## config.mk

```make
export PLATFORM = sky130hd
export DESIGN_NAME = cmd_port_top
export DESIGN_NICKNAME = d
export VERILOG_FILES = /design/src/logic/cmd_port_pkg.sv /design/src/logic/byte_counter.sv /design/src/logic/param_decoder.sv /design/src/logic/control_param_decoder.sv /design/src/logic/cmd_rx_fsm.sv /design/src/logic/cmd_port_top.sv
export VERILOG_INCLUDE_DIRS = /design/src /design/src/include
export SDC_FILE = /design/constraint.sdc
export NUM_CORES = 1
export LEC_CHECK = 0
export ABC_AREA = 0
export BUFFER_PORTS_ARGS = -buffer_cell sky130_fd_sc_hd__buf_4
export CAP_MARGIN = 10
export CORE_ASPECT_RATIO = 1.2
export CORE_MARGIN = 5
export CORE_UTILIZATION = 42
export CTS_BUF_LIST = sky130_fd_sc_hd__clkbuf_8
export CTS_CLUSTER_SIZE = 24
export DETAILED_ROUTE_END_ITERATION = 8
export GPL_TIMING_DRIVEN = 0
export PLACE_DENSITY_LB_ADDON = 0.15
export SKIP_LAST_GASP = 1
export SLEW_MARGIN = 15
export SYNTH_ARGS = -nofsm -noshare
export SYNTH_HDL_FRONTEND = slang
export SYNTH_SLANG_ARGS = --single-unit
```

## constraint.sdc

```tcl
create_clock -name clk -period 5.4 [get_ports clk]
set_input_delay 1.62 -clock clk [delete_from_list [all_inputs] [get_ports clk]]
set_output_delay 1.62 -clock clk [all_outputs]
set_load 0.01 [all_outputs]
```

## src/include/cmd_port_defines.svh

```systemverilog
`ifndef CMD_PORT_DEFINES_SVH
`define CMD_PORT_DEFINES_SVH

// Command codes, first payload byte of a client datagram
`define CMD_CONTROL_PARAM 8'h01
`define CMD_PI_ENABLE     8'h02
`define CMD_PI_RESET      8'h03
`define CMD_WIPE          8'h0F

// Response codes, second byte of the reply
`define RESP_ACK 8'hA0  // Accepted and applied
`define RESP_NAK 8'hA1  // Well formed but out of range
`define RESP_ERR 8'hA2  // Bad length or unknown code

// Code byte plus a 32-bit big-endian data word
`define CMD_LENGTH 16'd5

// Reply carries the echoed code and the response
`define REPLY_LENGTH 16'd2

// Control register banks
`define LARGE_REGS 2
`define SMALL_REGS 4

// Field positions in the control parameter word
`define CTRL_BANK_BIT 31
`define CTRL_INDEX_HI 30
`define CTRL_INDEX_LO 24

`endif

```

## src/logic/cmd_port_pkg.sv

```systemverilog
package cmd_port_pkg;

`include "cmd_port_defines.svh"

    // Plain widths that carry a meaning on the port
    typedef logic [7:0]  byte_t;
    typedef logic [31:0] word_t;   // Command data word
    typedef logic [47:0] mac_t;
    typedef logic [31:0] ip_t;
    typedef logic [15:0] len_t;    // UDP payload length in bytes
    typedef logic [7:0]  resp_t;

    // Status FIFO entry, same layout on receive and transmit side
    typedef struct packed {
        mac_t mac;  // Peer MAC
        ip_t  ip;   // Peer IP
        len_t len;  // Payload bytes
    } udp_status_t;

    // Control register banks
    typedef logic [23:0] large_reg_t;
    typedef logic [15:0] small_reg_t;
    typedef large_reg_t [`LARGE_REGS-1:0] large_bank_t;
    typedef small_reg_t [`SMALL_REGS-1:0] small_bank_t;

    // Command receive FSM
    typedef enum logic [2:0] {
        S_IDLE,          // Wait for a status entry
        S_POP,           // Pop status, latch sender
        S_READ,          // One payload byte per cycle
        S_DISPATCH,      // Valid pulse to a decoder
        S_RESPONSE,      // Collect ack or nak
        S_REPLY_CODE,    // Write echoed code
        S_REPLY_RESP,    // Write response code
        S_REPLY_STATUS   // Write reply status
    } rx_state_t;

endpackage

```

## src/logic/byte_counter.sv

```systemverilog
`timescale 1ns/100ps

module byte_counter (
    input  logic                clk,
    input  logic                rst,
    input  logic                load,
    input  cmd_port_pkg::len_t  len,
    input  logic                step,
    output cmd_port_pkg::len_t  index,
    output logic                last,
    output logic                empty
);
    import cmd_port_pkg::*;

    len_t remaining;  // Bytes of this datagram still in the FIFO

    always_ff @(posedge clk) begin
        if (rst) begin
            index     <= '0;
            remaining <= '0;
        end else if (load) begin
            index     <= '0;
            remaining <= len;
        end else if (step && (remaining != '0)) begin
            index     <= index + 16'd1;
            remaining <= remaining - 16'd1;
        end
    end

    assign last  = (remaining == 16'd1);  // Current byte is the final one
    assign empty = (remaining == '0);

endmodule

```

## src/logic/param_decoder.sv

```systemverilog
`timescale 1ns/100ps

module param_decoder #(
    parameter int width = 1
) (
    input  logic                 clk,
    input  logic                 rst,
    input  cmd_port_pkg::word_t  data,
    input  logic                 valid,
    input  logic                 wipe,
    output logic [width-1:0]     param,
    output logic                 ack,
    output logic                 nak
);

    logic fits;

    // All bits above the parameter must be zero
    assign fits = ((data >> width) == '0);

    always_ff @(posedge clk) begin
        if (rst) begin
            param <= '0;
            ack   <= 1'b0;
            nak   <= 1'b0;
        end else begin
            ack <= valid && fits;
            nak <= valid && !fits;  // Value kept on reject
            if (wipe) begin
                param <= '0;
            end else if (valid && fits) begin
                param <= data[width-1:0];
            end
        end
    end

endmodule

```

## src/logic/control_param_decoder.sv

```systemverilog
`timescale 1ns/100ps

`include "cmd_port_defines.svh"

module control_param_decoder (
    input  logic                       clk,
    input  logic                       rst,
    input  cmd_port_pkg::word_t        data,
    input  logic                       valid,
    input  logic                       wipe,
    output logic                       ack,
    output logic                       nak,
    output cmd_port_pkg::large_bank_t  large_regs,
    output logic [`LARGE_REGS-1:0]     large_update,
    output cmd_port_pkg::small_bank_t  small_regs,
    output logic [`SMALL_REGS-1:0]     small_update
);
    import cmd_port_pkg::*;

    logic [6:0] index;
    logic       sel_small;
    logic       large_hit;
    logic       small_hit;
    large_reg_t large_value;
    small_reg_t small_value;

    // Bank select, index and value fields
    assign sel_small   = data[`CTRL_BANK_BIT];
    assign index       = data[`CTRL_INDEX_HI:`CTRL_INDEX_LO];
    assign large_value = data[23:0];
    assign small_value = data[15:0];

    assign large_hit = !sel_small && (index < 7'(`LARGE_REGS));
    assign small_hit = sel_small && (index < 7'(`SMALL_REGS));

    always_ff @(posedge clk) begin
        if (rst) begin
            ack <= 1'b0;
            nak <= 1'b0;
        end else begin
            ack <= valid && (large_hit || small_hit);
            nak <= valid && !(large_hit || small_hit);  // Index outside bank
        end
    end

    // Large bank
    always_ff @(posedge clk) begin
        if (rst) begin
            large_regs   <= '0;
            large_update <= '0;
        end else begin
            large_update <= '0;
            if (wipe) begin
                large_regs <= '0;
            end else begin
                for (int i = 0; i < `LARGE_REGS; i++) begin
                    if (valid && large_hit && (index == 7'(i))) begin
                        large_regs[i]   <= large_value;
                        large_update[i] <= 1'b1;  // One-cycle strobe
                    end
                end
            end
        end
    end

    // Small bank
    always_ff @(posedge clk) begin
        if (rst) begin
            small_regs   <= '0;
            small_update <= '0;
        end else begin
            small_update <= '0;
            if (wipe) begin
                small_regs <= '0;
            end else begin
                for (int i = 0; i < `SMALL_REGS; i++) begin
                    if (valid && small_hit && (index == 7'(i))) begin
                        small_regs[i]   <= small_value;
                        small_update[i] <= 1'b1;
                    end
                end
            end
        end
    end

endmodule

```

## src/logic/cmd_rx_fsm.sv

```systemverilog
`timescale 1ns/100ps

`include "cmd_port_defines.svh"

module cmd_rx_fsm (
    input  logic                       clk,
    input  logic                       rst,
    input  cmd_port_pkg::byte_t        rx_data,
    output logic                       rx_data_read,
    input  cmd_port_pkg::udp_status_t  rx_status,
    input  logic                       rx_status_empty,
    output logic                       rx_status_read,
    output cmd_port_pkg::byte_t        tx_data,
    output logic                       tx_data_write,
    input  logic                       tx_data_full,
    output cmd_port_pkg::udp_status_t  tx_status,
    output logic                       tx_status_write,
    input  logic                       tx_status_full,
    output logic                       cnt_load,
    output cmd_port_pkg::len_t         cnt_len,
    output logic                       cnt_step,
    input  cmd_port_pkg::len_t         cnt_index,
    input  logic                       cnt_last,
    input  logic                       cnt_empty,
    output cmd_port_pkg::word_t        cmd_data,
    output logic                       control_valid,
    output logic                       enable_valid,
    output logic                       reset_valid,
    output logic                       wipe,
    input  logic                       control_ack,
    input  logic                       control_nak,
    input  logic                       enable_ack,
    input  logic                       enable_nak,
    input  logic                       reset_ack,
    input  logic                       reset_nak
);
    import cmd_port_pkg::*;

    rx_state_t   state;
    rx_state_t   state_next;
    udp_status_t sender_q;   // Sender address and received length
    byte_t       code_q;
    word_t       data_q;
    resp_t       resp_q;
    resp_t       resp_next;
    logic        len_ok;
    logic        is_control;
    logic        is_enable;
    logic        is_reset;
    logic        is_wipe;

    // Command classification, stable from dispatch until the next pop
    assign len_ok     = (sender_q.len == `CMD_LENGTH);
    assign is_control = len_ok && (code_q == `CMD_CONTROL_PARAM);
    assign is_enable  = len_ok && (code_q == `CMD_PI_ENABLE);
    assign is_reset   = len_ok && (code_q == `CMD_PI_RESET);
    assign is_wipe    = len_ok && (code_q == `CMD_WIPE);

    always_ff @(posedge clk) begin
        if (rst) begin
            state <= S_IDLE;
        end else begin
            state <= state_next;
        end
    end

    always_comb begin
        state_next = state;
        case (state)
            S_IDLE: begin
                if (!rx_status_empty) begin
                    state_next = S_POP;
                end
            end
            S_POP: begin
                state_next = cnt_empty ? S_DISPATCH : S_READ;  // Skip empty datagram
            end
            S_READ: begin
                if (cnt_last) begin
                    state_next = S_DISPATCH;
                end
            end
            S_DISPATCH: state_next = S_RESPONSE;
            S_RESPONSE: state_next = S_REPLY_CODE;
            S_REPLY_CODE: begin
                if (!tx_data_full) begin
                    state_next = S_REPLY_RESP;
                end
            end
            S_REPLY_RESP: begin
                if (!tx_data_full) begin
                    state_next = S_REPLY_STATUS;
                end
            end
            S_REPLY_STATUS: begin
                if (!tx_status_full) begin
                    state_next = S_IDLE;
                end
            end
            default: state_next = S_IDLE;
        endcase
    end

    // Merge decoder answers, anything unanswered counts as error
    always_comb begin
        resp_next = `RESP_ERR;
        if (is_wipe) begin
            resp_next = `RESP_ACK;
        end else if (control_ack || enable_ack || reset_ack) begin
            resp_next = `RESP_ACK;
        end else if (control_nak || enable_nak || reset_nak) begin
            resp_next = `RESP_NAK;
        end
    end

    always_ff @(posedge clk) begin
        if (state == S_POP) begin
            sender_q <= rx_status;
            code_q   <= '0;  // Stays 00 for an empty datagram
            data_q   <= '0;
        end
        if (state == S_READ) begin
            case (cnt_index)
                16'd0:   code_q         <= rx_data;
                16'd1:   data_q[31:24]  <= rx_data;  // Big-endian word
                16'd2:   data_q[23:16]  <= rx_data;
                16'd3:   data_q[15:8]   <= rx_data;
                16'd4:   data_q[7:0]    <= rx_data;
                default: data_q         <= data_q;   // Surplus bytes only drained
            endcase
        end
        if (state == S_RESPONSE) begin
            resp_q <= resp_next;
        end
    end

    // Status pop is prepared one cycle ahead by loading the counter
    assign cnt_load       = (state == S_IDLE) && !rx_status_empty;
    assign cnt_len        = rx_status.len;
    assign rx_status_read = (state == S_POP);
    assign rx_data_read   = (state == S_READ);
    assign cnt_step       = rx_data_read;

    assign cmd_data      = data_q;
    assign control_valid = (state == S_DISPATCH) && is_control;
    assign enable_valid  = (state == S_DISPATCH) && is_enable;
    assign reset_valid   = (state == S_DISPATCH) && is_reset;
    assign wipe          = (state == S_DISPATCH) && is_wipe;

    // Reply goes back to the sender
    assign tx_data         = (state == S_REPLY_RESP) ? resp_q : code_q;
    assign tx_data_write   = ((state == S_REPLY_CODE) || (state == S_REPLY_RESP))
                             && !tx_data_full;
    assign tx_status.mac   = sender_q.mac;
    assign tx_status.ip    = sender_q.ip;
    assign tx_status.len   = `REPLY_LENGTH;
    assign tx_status_write = (state == S_REPLY_STATUS) && !tx_status_full;

endmodule

```

## src/logic/cmd_port_top.sv

```systemverilog
`timescale 1ns/100ps

`include "cmd_port_defines.svh"

module cmd_port_top (
    input  logic                       clk,
    input  logic                       rst,
    input  cmd_port_pkg::byte_t        rx_data,
    output logic                       rx_data_read,
    input  cmd_port_pkg::udp_status_t  rx_status,
    input  logic                       rx_status_empty,
    output logic                       rx_status_read,
    output cmd_port_pkg::byte_t        tx_data,
    output logic                       tx_data_write,
    input  logic                       tx_data_full,
    output cmd_port_pkg::udp_status_t  tx_status,
    output logic                       tx_status_write,
    input  logic                       tx_status_full,
    output logic [1:0]                 pi_enable,
    output logic                       pi_reset,
    output cmd_port_pkg::large_bank_t  large_regs,
    output logic [`LARGE_REGS-1:0]     large_update,
    output cmd_port_pkg::small_bank_t  small_regs,
    output logic [`SMALL_REGS-1:0]     small_update
);
    import cmd_port_pkg::*;

    // Byte counter handshake
    logic  cnt_load;
    len_t  cnt_len;
    logic  cnt_step;
    len_t  cnt_index;
    logic  cnt_last;
    logic  cnt_empty;

    // Shared dispatch bus to the decoders
    word_t cmd_data;
    logic  wipe;
    logic  control_valid;
    logic  enable_valid;
    logic  reset_valid;
    logic  control_ack;
    logic  control_nak;
    logic  enable_ack;
    logic  enable_nak;
    logic  reset_ack;
    logic  reset_nak;

    cmd_rx_fsm cmd_rx_fsm_inst (
        .clk             (clk),
        .rst             (rst),
        .rx_data         (rx_data),
        .rx_data_read    (rx_data_read),
        .rx_status       (rx_status),
        .rx_status_empty (rx_status_empty),
        .rx_status_read  (rx_status_read),
        .tx_data         (tx_data),
        .tx_data_write   (tx_data_write),
        .tx_data_full    (tx_data_full),
        .tx_status       (tx_status),
        .tx_status_write (tx_status_write),
        .tx_status_full  (tx_status_full),
        .cnt_load        (cnt_load),
        .cnt_len         (cnt_len),
        .cnt_step        (cnt_step),
        .cnt_index       (cnt_index),
        .cnt_last        (cnt_last),
        .cnt_empty       (cnt_empty),
        .cmd_data        (cmd_data),
        .control_valid   (control_valid),
        .enable_valid    (enable_valid),
        .reset_valid     (reset_valid),
        .wipe            (wipe),
        .control_ack     (control_ack),
        .control_nak     (control_nak),
        .enable_ack      (enable_ack),
        .enable_nak      (enable_nak),
        .reset_ack       (reset_ack),
        .reset_nak       (reset_nak)
    );

    byte_counter byte_counter_inst (
        .clk   (clk),
        .rst   (rst),
        .load  (cnt_load),
        .len   (cnt_len),
        .step  (cnt_step),
        .index (cnt_index),
        .last  (cnt_last),
        .empty (cnt_empty)
    );

    param_decoder #(
        .width (2)
    ) pi_enable_decoder (
        .clk   (clk),
        .rst   (rst),
        .data  (cmd_data),
        .valid (enable_valid),
        .wipe  (wipe),
        .param (pi_enable),
        .ack   (enable_ack),
        .nak   (enable_nak)
    );

    param_decoder #(
        .width (1)
    ) pi_reset_decoder (
        .clk   (clk),
        .rst   (rst),
        .data  (cmd_data),
        .valid (reset_valid),
        .wipe  (wipe),
        .param (pi_reset),
        .ack   (reset_ack),
        .nak   (reset_nak)
    );

    control_param_decoder control_param_decoder_inst (
        .clk          (clk),
        .rst          (rst),
        .data         (cmd_data),
        .valid        (control_valid),
        .wipe         (wipe),
        .ack          (control_ack),
        .nak          (control_nak),
        .large_regs   (large_regs),
        .large_update (large_update),
        .small_regs   (small_regs),
        .small_update (small_update)
    );

endmodule

```

# --- Word level (Yosys, flattened, before mapping) ---
# Cells that the tools add are included.
classes:
  add_sub_neg: 2
  order_cmp: 2
  eq_ne: 29
  muxes: 26
  reduce_logical: 57
op_table:
  columns: ["cell", "count"]
  rows:
  - ["$logic_not 32->1", 2]
  - ["$mux 32", 2]
  - ["$pmux 8 s2", 4]
  - ["$eq 16x1->1 const B", 2]
  - ["$eq 16x2->1 const B", 2]
  - ["$eq 16x3->1 const B", 2]
  - ["$logic_not 16->1", 2]
  - ["$mux 16", 2]
  - ["$mux 8", 4]
  - ["$logic_and 1x1->1", 28]
  - ["$pmux 3 s8", 1]
  - ["$add 16x1->16 const B", 1]
  - ["$eq 8x2->1 const B", 2]
  - ["$reduce_bool 16->1", 1]
  - ["$reduce_or 4->1", 4]
  - ["$sub 16x1->16 const B", 1]
  - ["$mux 3", 5]
  - ["$eq 7x2->1 const B", 2]
  - ["$eq 3x3->1 const B", 4]
  - ["$ne 3x3->1 const B", 4]
  - ["$ne 2x2->1 const B", 5]
  - ["$eq 8x1->1 const B", 1]
  - ["$eq 8x4->1 const B", 1]
  - ["$eq 7x1->1 const B", 1]
  - ["other kinds (13)", 33]
totals:
  regBits: 306
  output_inout_bits: 229

# --- Depth between registers and ports, before layout ---
# Gate-level depths: netlist of run 1.
logic_depth:
  word_depth: 6
  ltp_mapped: 9

# --- Cells and area by module ---
# From an unflattened synthesis of run 1, not the netlist that was laid out.
hier_totals:
  cells_unflattened: 1125
  hier_area_um2: 12881.1
modules_own_cells:
  columns: ["module", "n_inst", "cells_each", "area_each_um2"]
  rows:
  - ["cmd_rx_fsm", 1, 427, 6236.0]
  - ["control_param_decoder", 1, 423, 4359.2]
  - ["byte_counter", 1, 227, 1844.3]
  - ["param_decoder (pi_enable_decoder)", 1, 27, 251.5]
  - ["param_decoder (pi_reset_decoder)", 1, 21, 190.2]

# --- Least setup slack after synthesis of run 1 ---
# No wires, ideal clock.
synth_path:
  path_type: "reg-to-output"
  start: "register cmd_rx_fsm_inst.state[0]"
  end: "output port rx_status_read"
  arrival_ps: 2967
  required_ps: 3780
  setup_slack_ps: 813
  path_stages_with_launch: 5
  n_path_buf: 2
  cell_sequence: "dfxtp_1 -> clkbuf_1 -> nand2_1 -> clkbuf_1 -> inv_1"
synth_between:
  elab_chain_len: 1
synth_lines:
  columns: ["element", "line", "source"]
  rows:
  - ["start: declaration", "cmd_rx_fsm.sv:39", "rx_state_t state;"]
  - ["start signal: assignment", "cmd_rx_fsm.sv:63", "state <= state_next;"]
  - ["$eq 3x1->1", "cmd_rx_fsm.sv:140", "assign rx_status_read = (state == S_POP);"]
  - ["end: declaration", "cmd_port_top.sv:12", "output logic rx_status_read,"]
# Every way passes these cells.

# --- Worst setup path after layout of run 1 ---
# Ends and elaborated chain as after synthesis.

==> results of run 1 <==
==> per-stage QoR <==
stage	total power [W]	hold WS, ns	std cells
6_report	0.00560	0.452	1955
5_1_grt	0.00587	0.470	1955
4_1_cts	0.00567	0.454	1955
2_1_floorplan	0.00327	0.437	1160
3_5_place_dp	0.00366	0.443	1866
3_3_place_gp	0.00365	0.440	1865
==> power by group through the flow <==
stage,Combinational [W],Clock (W),Sequential (W)
after floorplan,0.000592,0,0.00268
after global placement,0.000931,0,0.00272
after detailed placement,0.000952,0,0.00271
after CTS,0.000955,0.00205,0.00266
after global routing,0.00103,0.00216,0.00268
final,0.000950,0.00199,0.00266
==> layout by cell type, fill, tap and decap left out, types with 6 or more instances in the layout <==
cell type / synthesis / routed
a211oi_1: 14 / 14
o21ai_0: 24 / 21
nand2_1: 155 / 155
dfxtp_1: 170 / 170
o2111ai_1: 6 / 6
buf_2: 27 / 27
ha_1: 6 / 6
and2_1: 6 / 6
mux2i_1: 90 / 90
nor2_1: 125 / 125
xnor2_1: 13 / 13
edfxtp_1: 130 / 130
nand3_1: 16 / 16
buf_4: 98 / 418
clkbuf_8: 0 / 56
clkbuf_1: 38 / 38
nand2b_1: 7 / 7
and3_1: 7 / 7
xor2_1: 9 / 9
nor4_1: 18 / 18
a21oi_1: 59 / 59
conb_1: 2 / 16
inv_1: 17 / 35
or3_1: 8 / 8
and4_1: 6 / 6
nand4_1: 12 / 12
nor3_1: 15 / 15
==> registers in the layout (all words and copies together), names as in the netlist, 2 cells and up <==
name                                     flops
cmd_rx_fsm_inst.code_q                       8
cmd_rx_fsm_inst.cmd_data                    32
control_param_decoder_inst.small_regs       64
cmd_rx_fsm_inst.sender_q                    16
cmd_rx_fsm_inst.state                        3
control_param_decoder_inst.large_regs       48
pi_enable_decoder.param                      2
control_param_decoder_inst.small_update      4
cmd_rx_fsm_inst.tx_status                   80
cmd_rx_fsm_inst.resp_q                       2
byte_counter_inst.index                     16
control_param_decoder_inst.large_update      2
byte_counter_inst.remaining                 16
==> final cells by class <==
cell class / count / area, µm²
timing repair buffer: 321 / 2430
buffer: 167 / 1050
clock inverter: 33 / 224
tap: 385 / 482
inverter: 18 / 72.6
fill: 2620 / 12600
clock buffer: 56 / 771
multi-input combinational: 675 / 4000
sequential: 300 / 7310
==> kinds of logic after synthesis <==
group | Yosys count | share of synthesized area, %
xor gates and xnor gates | 22 | 1.56
other | 2 | 0.0607
adders and majority gates | 6 | 0.607
AOI/OAI and AO/OA | 131 | 6.51
DFF | 300 | 59.0
and+or+nand+nor | 408 | 15.7
muxes | 92 | 7.46
buffers and inverters | 185 | 9.04
==> worst max-delay path: stages, from the launching register on <==
cell      delay, ns
dfxtp_1        0.44
clkbuf_1       0.34
nand2_1        0.27
clkbuf_1       0.35
inv_6          0.45
buf_4          0.21
==> path summary, 6_finish.rpt <==
kind	cells after the start	slack, ns	start	to
worst max register to register	7	2.64	cmd_rx_fsm_inst.sender_q[3]$_DFFE_PP_	control_param_decoder_inst.large_regs[9]$_SDFFE_PP0P_
worst min-delay path	2	0.45	control_param_decoder_inst.large_regs[1]$_SDFFE_PP0P_	control_param_decoder_inst.large_regs[1]$_SDFFE_PP0P_
worst min register to register	2	0.45	control_param_decoder_inst.large_regs[1]$_SDFFE_PP0P_	control_param_decoder_inst.large_regs[1]$_SDFFE_PP0P_
worst max-delay path	5	1.12	cmd_rx_fsm_inst.state[0]$_SDFFE_PP0P_	rx_status_read
==> layer usage <==
layer  GRT usage (%)  vias to the layer above
met5               0                        -
li1                -                     4667
met3            4.03                       42
met1            24.4                     4483
met2            36.3                      303
met4            4.91                        0
==> impl_metrics.csv, run 1 <==
group,metric,value,unit
finish,drive_gt1_share,34.2,%
pwr,p_leak,7.38,nW
global_route,grt_start_max_net_pins,51,
clock_tree,cts_buffers,48,
routing,top_layer_used,"met4",
routing,wl_met1,13900,µm
timing,fmaxAchievable,0.233,GHz
yosys,synth-edff-count,130,
timing,fin_crit,4.28,ns
clock_tree,max-clock-path-buffers,3,
timing,slew_headroom,24.3,%
yosys,avgSynthCellArea,10.8,µm²
routing,post_drt_wl_per_cell,17.7,µm
yosys,synth_most_common_cell,"dfxtp_1",
pwr,cellPowerDensity,343,mW/mm²
finish,final_util,56.5,%
yosys,ys_warn_count,0,
placed_design,gp_congestion,0.832,
critical_path,critical_path_class,"reg2out",
yosys,yosys_register_bits,300,
yosys,synth_top_cells_by_count,"170 x dfxtp_1, 155 x nand2_1, 130 x edfxtp_1",
die,coreArea,0.0289,mm²
timing,drv_slew,0,
pwr,clkPwrFrac,35.5,%
routing,wl_met2,17900,µm
critical_path,critPathMaxFanout,48,
die,dieArea,0.0330,mm²
pwr,p_int,0.00407,W
clock_tree,htree_levels,2,
finish,area.growth.synth_to_final,32.0,%
finish,antenna_cells,0,
yosys,synthTopCellsByArea,"edfxtp_1 32%, dfxtp_1 27%, mux2i_1 7.3%",
global_route,grt_pass1_wl,52100,µm
placed_design,place_area,0.0153,mm²
critical_path,cp-end-kind,"output port",
die,start_util,42.8,%
global_route,antenna_found_initial,0,
yosys,yosysUniqueCellTypes,67,
routing,drt-total-wl,34600,µm
placed_design,dpl_worst_slack,1.59,ns
routing,drc_errors,0,
yosys,synthArstFlopShare,0,%
critical_path,critPathArrivalTime,2.66,ns
pwr,p_seq_share,47.5,%
yosys,netlist_area,0.0124,mm²
die,ios,338,
routing,drtPass1Iterations,5,
clock_tree,holdBufCountCts,0,
die,fp-row-count,68,
routing,vias,9495,
die,die_h,198,µm
pwr,switchingPower,0.00153,W
pwr,sw_frac_of_total,27.4,%
status,outcome,"finished, final reports clean",
finish,fin_nets,1646,
timing,setup_slack,1.12,ns
routing,drt-initial-drc-count,518,
clock_tree,cts-root-buf,"clkbuf_8",
worst_hold_path,min_path_type,"reg2reg",
clock_tree,clk_pin_slew,0.07,ns
yosys,yosysTopAreaCellShare,31.5,%
yosys,synth_flop_cell,"dfxtp_1",
pwr,peakVddDrop,0.000211,V
routing,wl_met3,2160,µm
timing,setup_tns,0,ns
critical_path,cp.required,3.78,ns
timing,fin_crit_sh,79.3,%
global_route,overflow,0,
clock_tree,cts_tree,"built",
clock_tree,cts_num_sinks,300,
timing,fin_skew,0.0128,ns
routing,ant_nets,0,
yosys,yosysSeqAreaShare,59.0,%
yosys,synth_cells,1146,
placed_design,hpwlAfterDp,25300,µm
clock_tree,cts_resized,0,
placed_design,io_buffers,320,
critical_path,start_kind,"flip-flop",
finish,fin_area,0.0163,mm²
yosys,yosys.area.top_type,"edfxtp_1",
global_route,grt_usage,20.0,%
routing,avgViaCountPerCell,4.86,
clock_tree,clock_latency,0.56,ns
clock_tree,cts_setup_buffers,0,
timing,rsz0062_at_grt,"false",
die,die-width,167,µm
pwr,combPwrFrac,17.0,%
global_route,grt_pass1_vias,9142,
timing,hold_viol_final,0,
timing,tightest_slew,1.12,ns
job,maxCapViolations,0,
timing,setup_viol,0,
Power figures use the tool's default switching activity.
==> run 2: changes to the inputs <==
==> constraint.sdc (replaced) <==
create_clock -name clk -period 3.75 [get_ports clk]
set_input_delay 1.125 -clock clk [delete_from_list [all_inputs] [get_ports clk]]
set_output_delay 1.125 -clock clk [all_outputs]
set_load 0.01 [all_outputs]
==> impl_metrics.csv, run 2 (synthesis results as in run 1) <==
group,metric,value,unit
placed_design,dpl_worst_slack,0.0640,ns
routing,post_drt_wl_per_cell,17.5,µm
pwr,p_leak,7.36,nW
finish,fin_nets,1647,
timing,fin_hold_ws,0.451,ns
pwr,p_int,0.00567,W
global_route,grt_start_max_net_pins,33,
timing,setup_slack,0.192,ns
critical_path,cp.required,2.62,ns
finish,mostFrequentLayoutCells,"419 x buf_4, 170 x dfxtp_1, 154 x nand2_1, 130 x edfxtp_1, 125 x nor2_1",
routing,drtPass1Iterations,5,
status,outcome,"finished, final reports clean",
routing,avgViaCountPerCell,4.88,
critical_path,cpPeakStageDelay,0.44,ns
job,maxCapViolations,0,
finish,final_util,56.3,%
critical_path,critical_path_class,"reg2out",
critical_path,critPathMaxFanout,32,
global_route,grt_usage,19.8,%
finish,area.growth.synth_to_final,31.7,%
clock_tree,cts_tree,"built",
timing,drv_slew,0,
clock_tree,holdBufCountCts,0,
critical_path,r2r_slack,0.98,ns
critical_path,cp_top_family,"buffers and inverters",
finish,final_cells,1953,
worst_hold_path,min_path_type,"reg2reg",
critical_path,crit_path_top_delay_cell,"dfxtp_1",
die,fp-row-count,68,
timing,fin_crit_sh,94.9,%
finish,largest_register_ffs,80,
critical_path,crit_chain,"clkbuf_2 -> nand2_4 -> clkinvlp_4 -> buf_12 -> buf_12 -> buf_12 -> buf_4",
global_route,grt_pass1_wl,51900,µm
die,ios,338,
clock_tree,cts_num_sinks,300,
critical_path,crit_top_cell,"buf_12",
routing,drc_errors,0,
pwr,combPwrFrac,17.5,%
pwr,switchingPower,0.00221,W
timing,setup_viol,0,
routing,drt-initial-drc-count,545,
critical_path,start_kind,"flip-flop",
pwr,cellPowerDensity,484,mW/mm²
critical_path,critPathArrivalTime,2.43,ns
timing,fin_crit,3.56,ns
clock_tree,htree_levels,2,
timing,fmaxAchievable,0.281,GHz
clock_tree,max-clock-path-buffers,3,
die,dieArea,0.0330,mm²
die,start_util,42.8,%
pwr,p_seq_share,48.7,%
die,die_h,198,µm
clock_tree,cts_buffers,47,
pwr,sw_frac_of_total,28.0,%
pwr,clkPwrFrac,33.8,%
placed_design,gp_congestion,0.835,
timing,tightest_slew,1.17,ns
critical_path,worst-path-buf-inv,6,
critical_path,cp-end-kind,"output port",
die,coreArea,0.0289,mm²
placed_design,post-place-cells,1868,
global_route,grt_pass1_vias,9268,
global_route,antenna_found_initial,0,
timing,slew_headroom,21.2,%
clock_tree,clk_pin_slew,0.06,ns
global_route,overflow,0,
pwr,peakVddDrop,0.000278,V
timing,rsz0062_at_grt,"false",
die,die-width,167,µm
routing,vias,9521,
clock_tree,clock_latency,0.58,ns
clock_tree,cts-root-buf,"clkbuf_8",
routing,ant_nets,0,
routing,drt-total-wl,34200,µm
finish,antenna_cells,0,
timing,fin_skew,0.0407,ns
finish,drive_gt1_share,34.5,%
placed_design,io_buffers,320,
finish,layout_commonest_cell,"buf_4",
timing,hold_viol_final,0,
placed_design,hpwlAfterDp,25200,µm
[run 2: final timing paths]
| path | from | endpoint | cells past startpoint |
|---|---|---|---|
| worst max-delay path | cmd_rx_fsm_inst.state[0]$_SDFFE_PP0P_ | rx_status_read | 7 |
| worst min-delay path | control_param_decoder_inst.large_regs[43]$_SDFFE_PP0P_ | control_param_decoder_inst.large_regs[43]$_SDFFE_PP0P_ | 2 |
| worst max register to register | cmd_rx_fsm_inst.sender_q[6]$_DFFE_PP_ | control_param_decoder_inst.large_regs[46]$_SDFFE_PP0P_ | 7 |
| worst min register to register | control_param_decoder_inst.large_regs[43]$_SDFFE_PP0P_ | control_param_decoder_inst.large_regs[43]$_SDFFE_PP0P_ | 2 |
[run 2: power groups by stage]
stage | logic [W] | clock network (W) | registers (W)
6_report | 0.00138 | 0.00267 | 0.00384
5_1_grt | 0.00150 | 0.00289 | 0.00386
4_1_cts | 0.00139 | 0.00276 | 0.00384
3_5_place_dp | 0.00138 | 0 | 0.00391
3_3_place_gp | 0.00134 | 0 | 0.00391
2_1_floorplan | 0.000853 | 0 | 0.00385
[run 2: tightest hold or removal path, cell delays in order, from the launching register on]
cell and delay (ns):
dfxtp_1 0.31, nand2_1 0.05, a21oi_1 0.05
[run 2: area by class of cell]
type	count	area, µm²
plain buffers	166	1050
clock buffers	53	729
clock inverters	32	176
fillers	2633	12600
inverters	18	71.3
multi-input cells	675	4010
flip-flops and latches	300	7310
well taps	385	482
repair buffers	324	2470
[run 2: repair_timing]
action | in CTS | in global routing
gates resized for setup | 2 | 1
setup endpoints to repair | 1 | 1
gates cloned | 0 | 0
buffers inserted | 1 | 0
[run 2: per-stage QoR]
stage / cell area [µm²] / power [W] / TNS, ns
6_report: 16300 / 0.00788 / 0
5_1_grt: 16300 / 0.00826 / 0
4_1_cts: 16300 / 0.00798 / 0
3_5_place_dp: 15400 / 0.00529 / 0
3_3_place_gp: 15300 / 0.00525 / -25.69
2_1_floorplan: 12400 / 0.00471 / 0
[run 2: routing by layer]
metal	GRT usage [%]	up-vias	routed length [µm]
li1	-	4670	-
met1	24.3	4503	14000
met2	35.3	296	17400
met3	4.23	52	2070
met4	5.43	0	708
met5	0	-	0
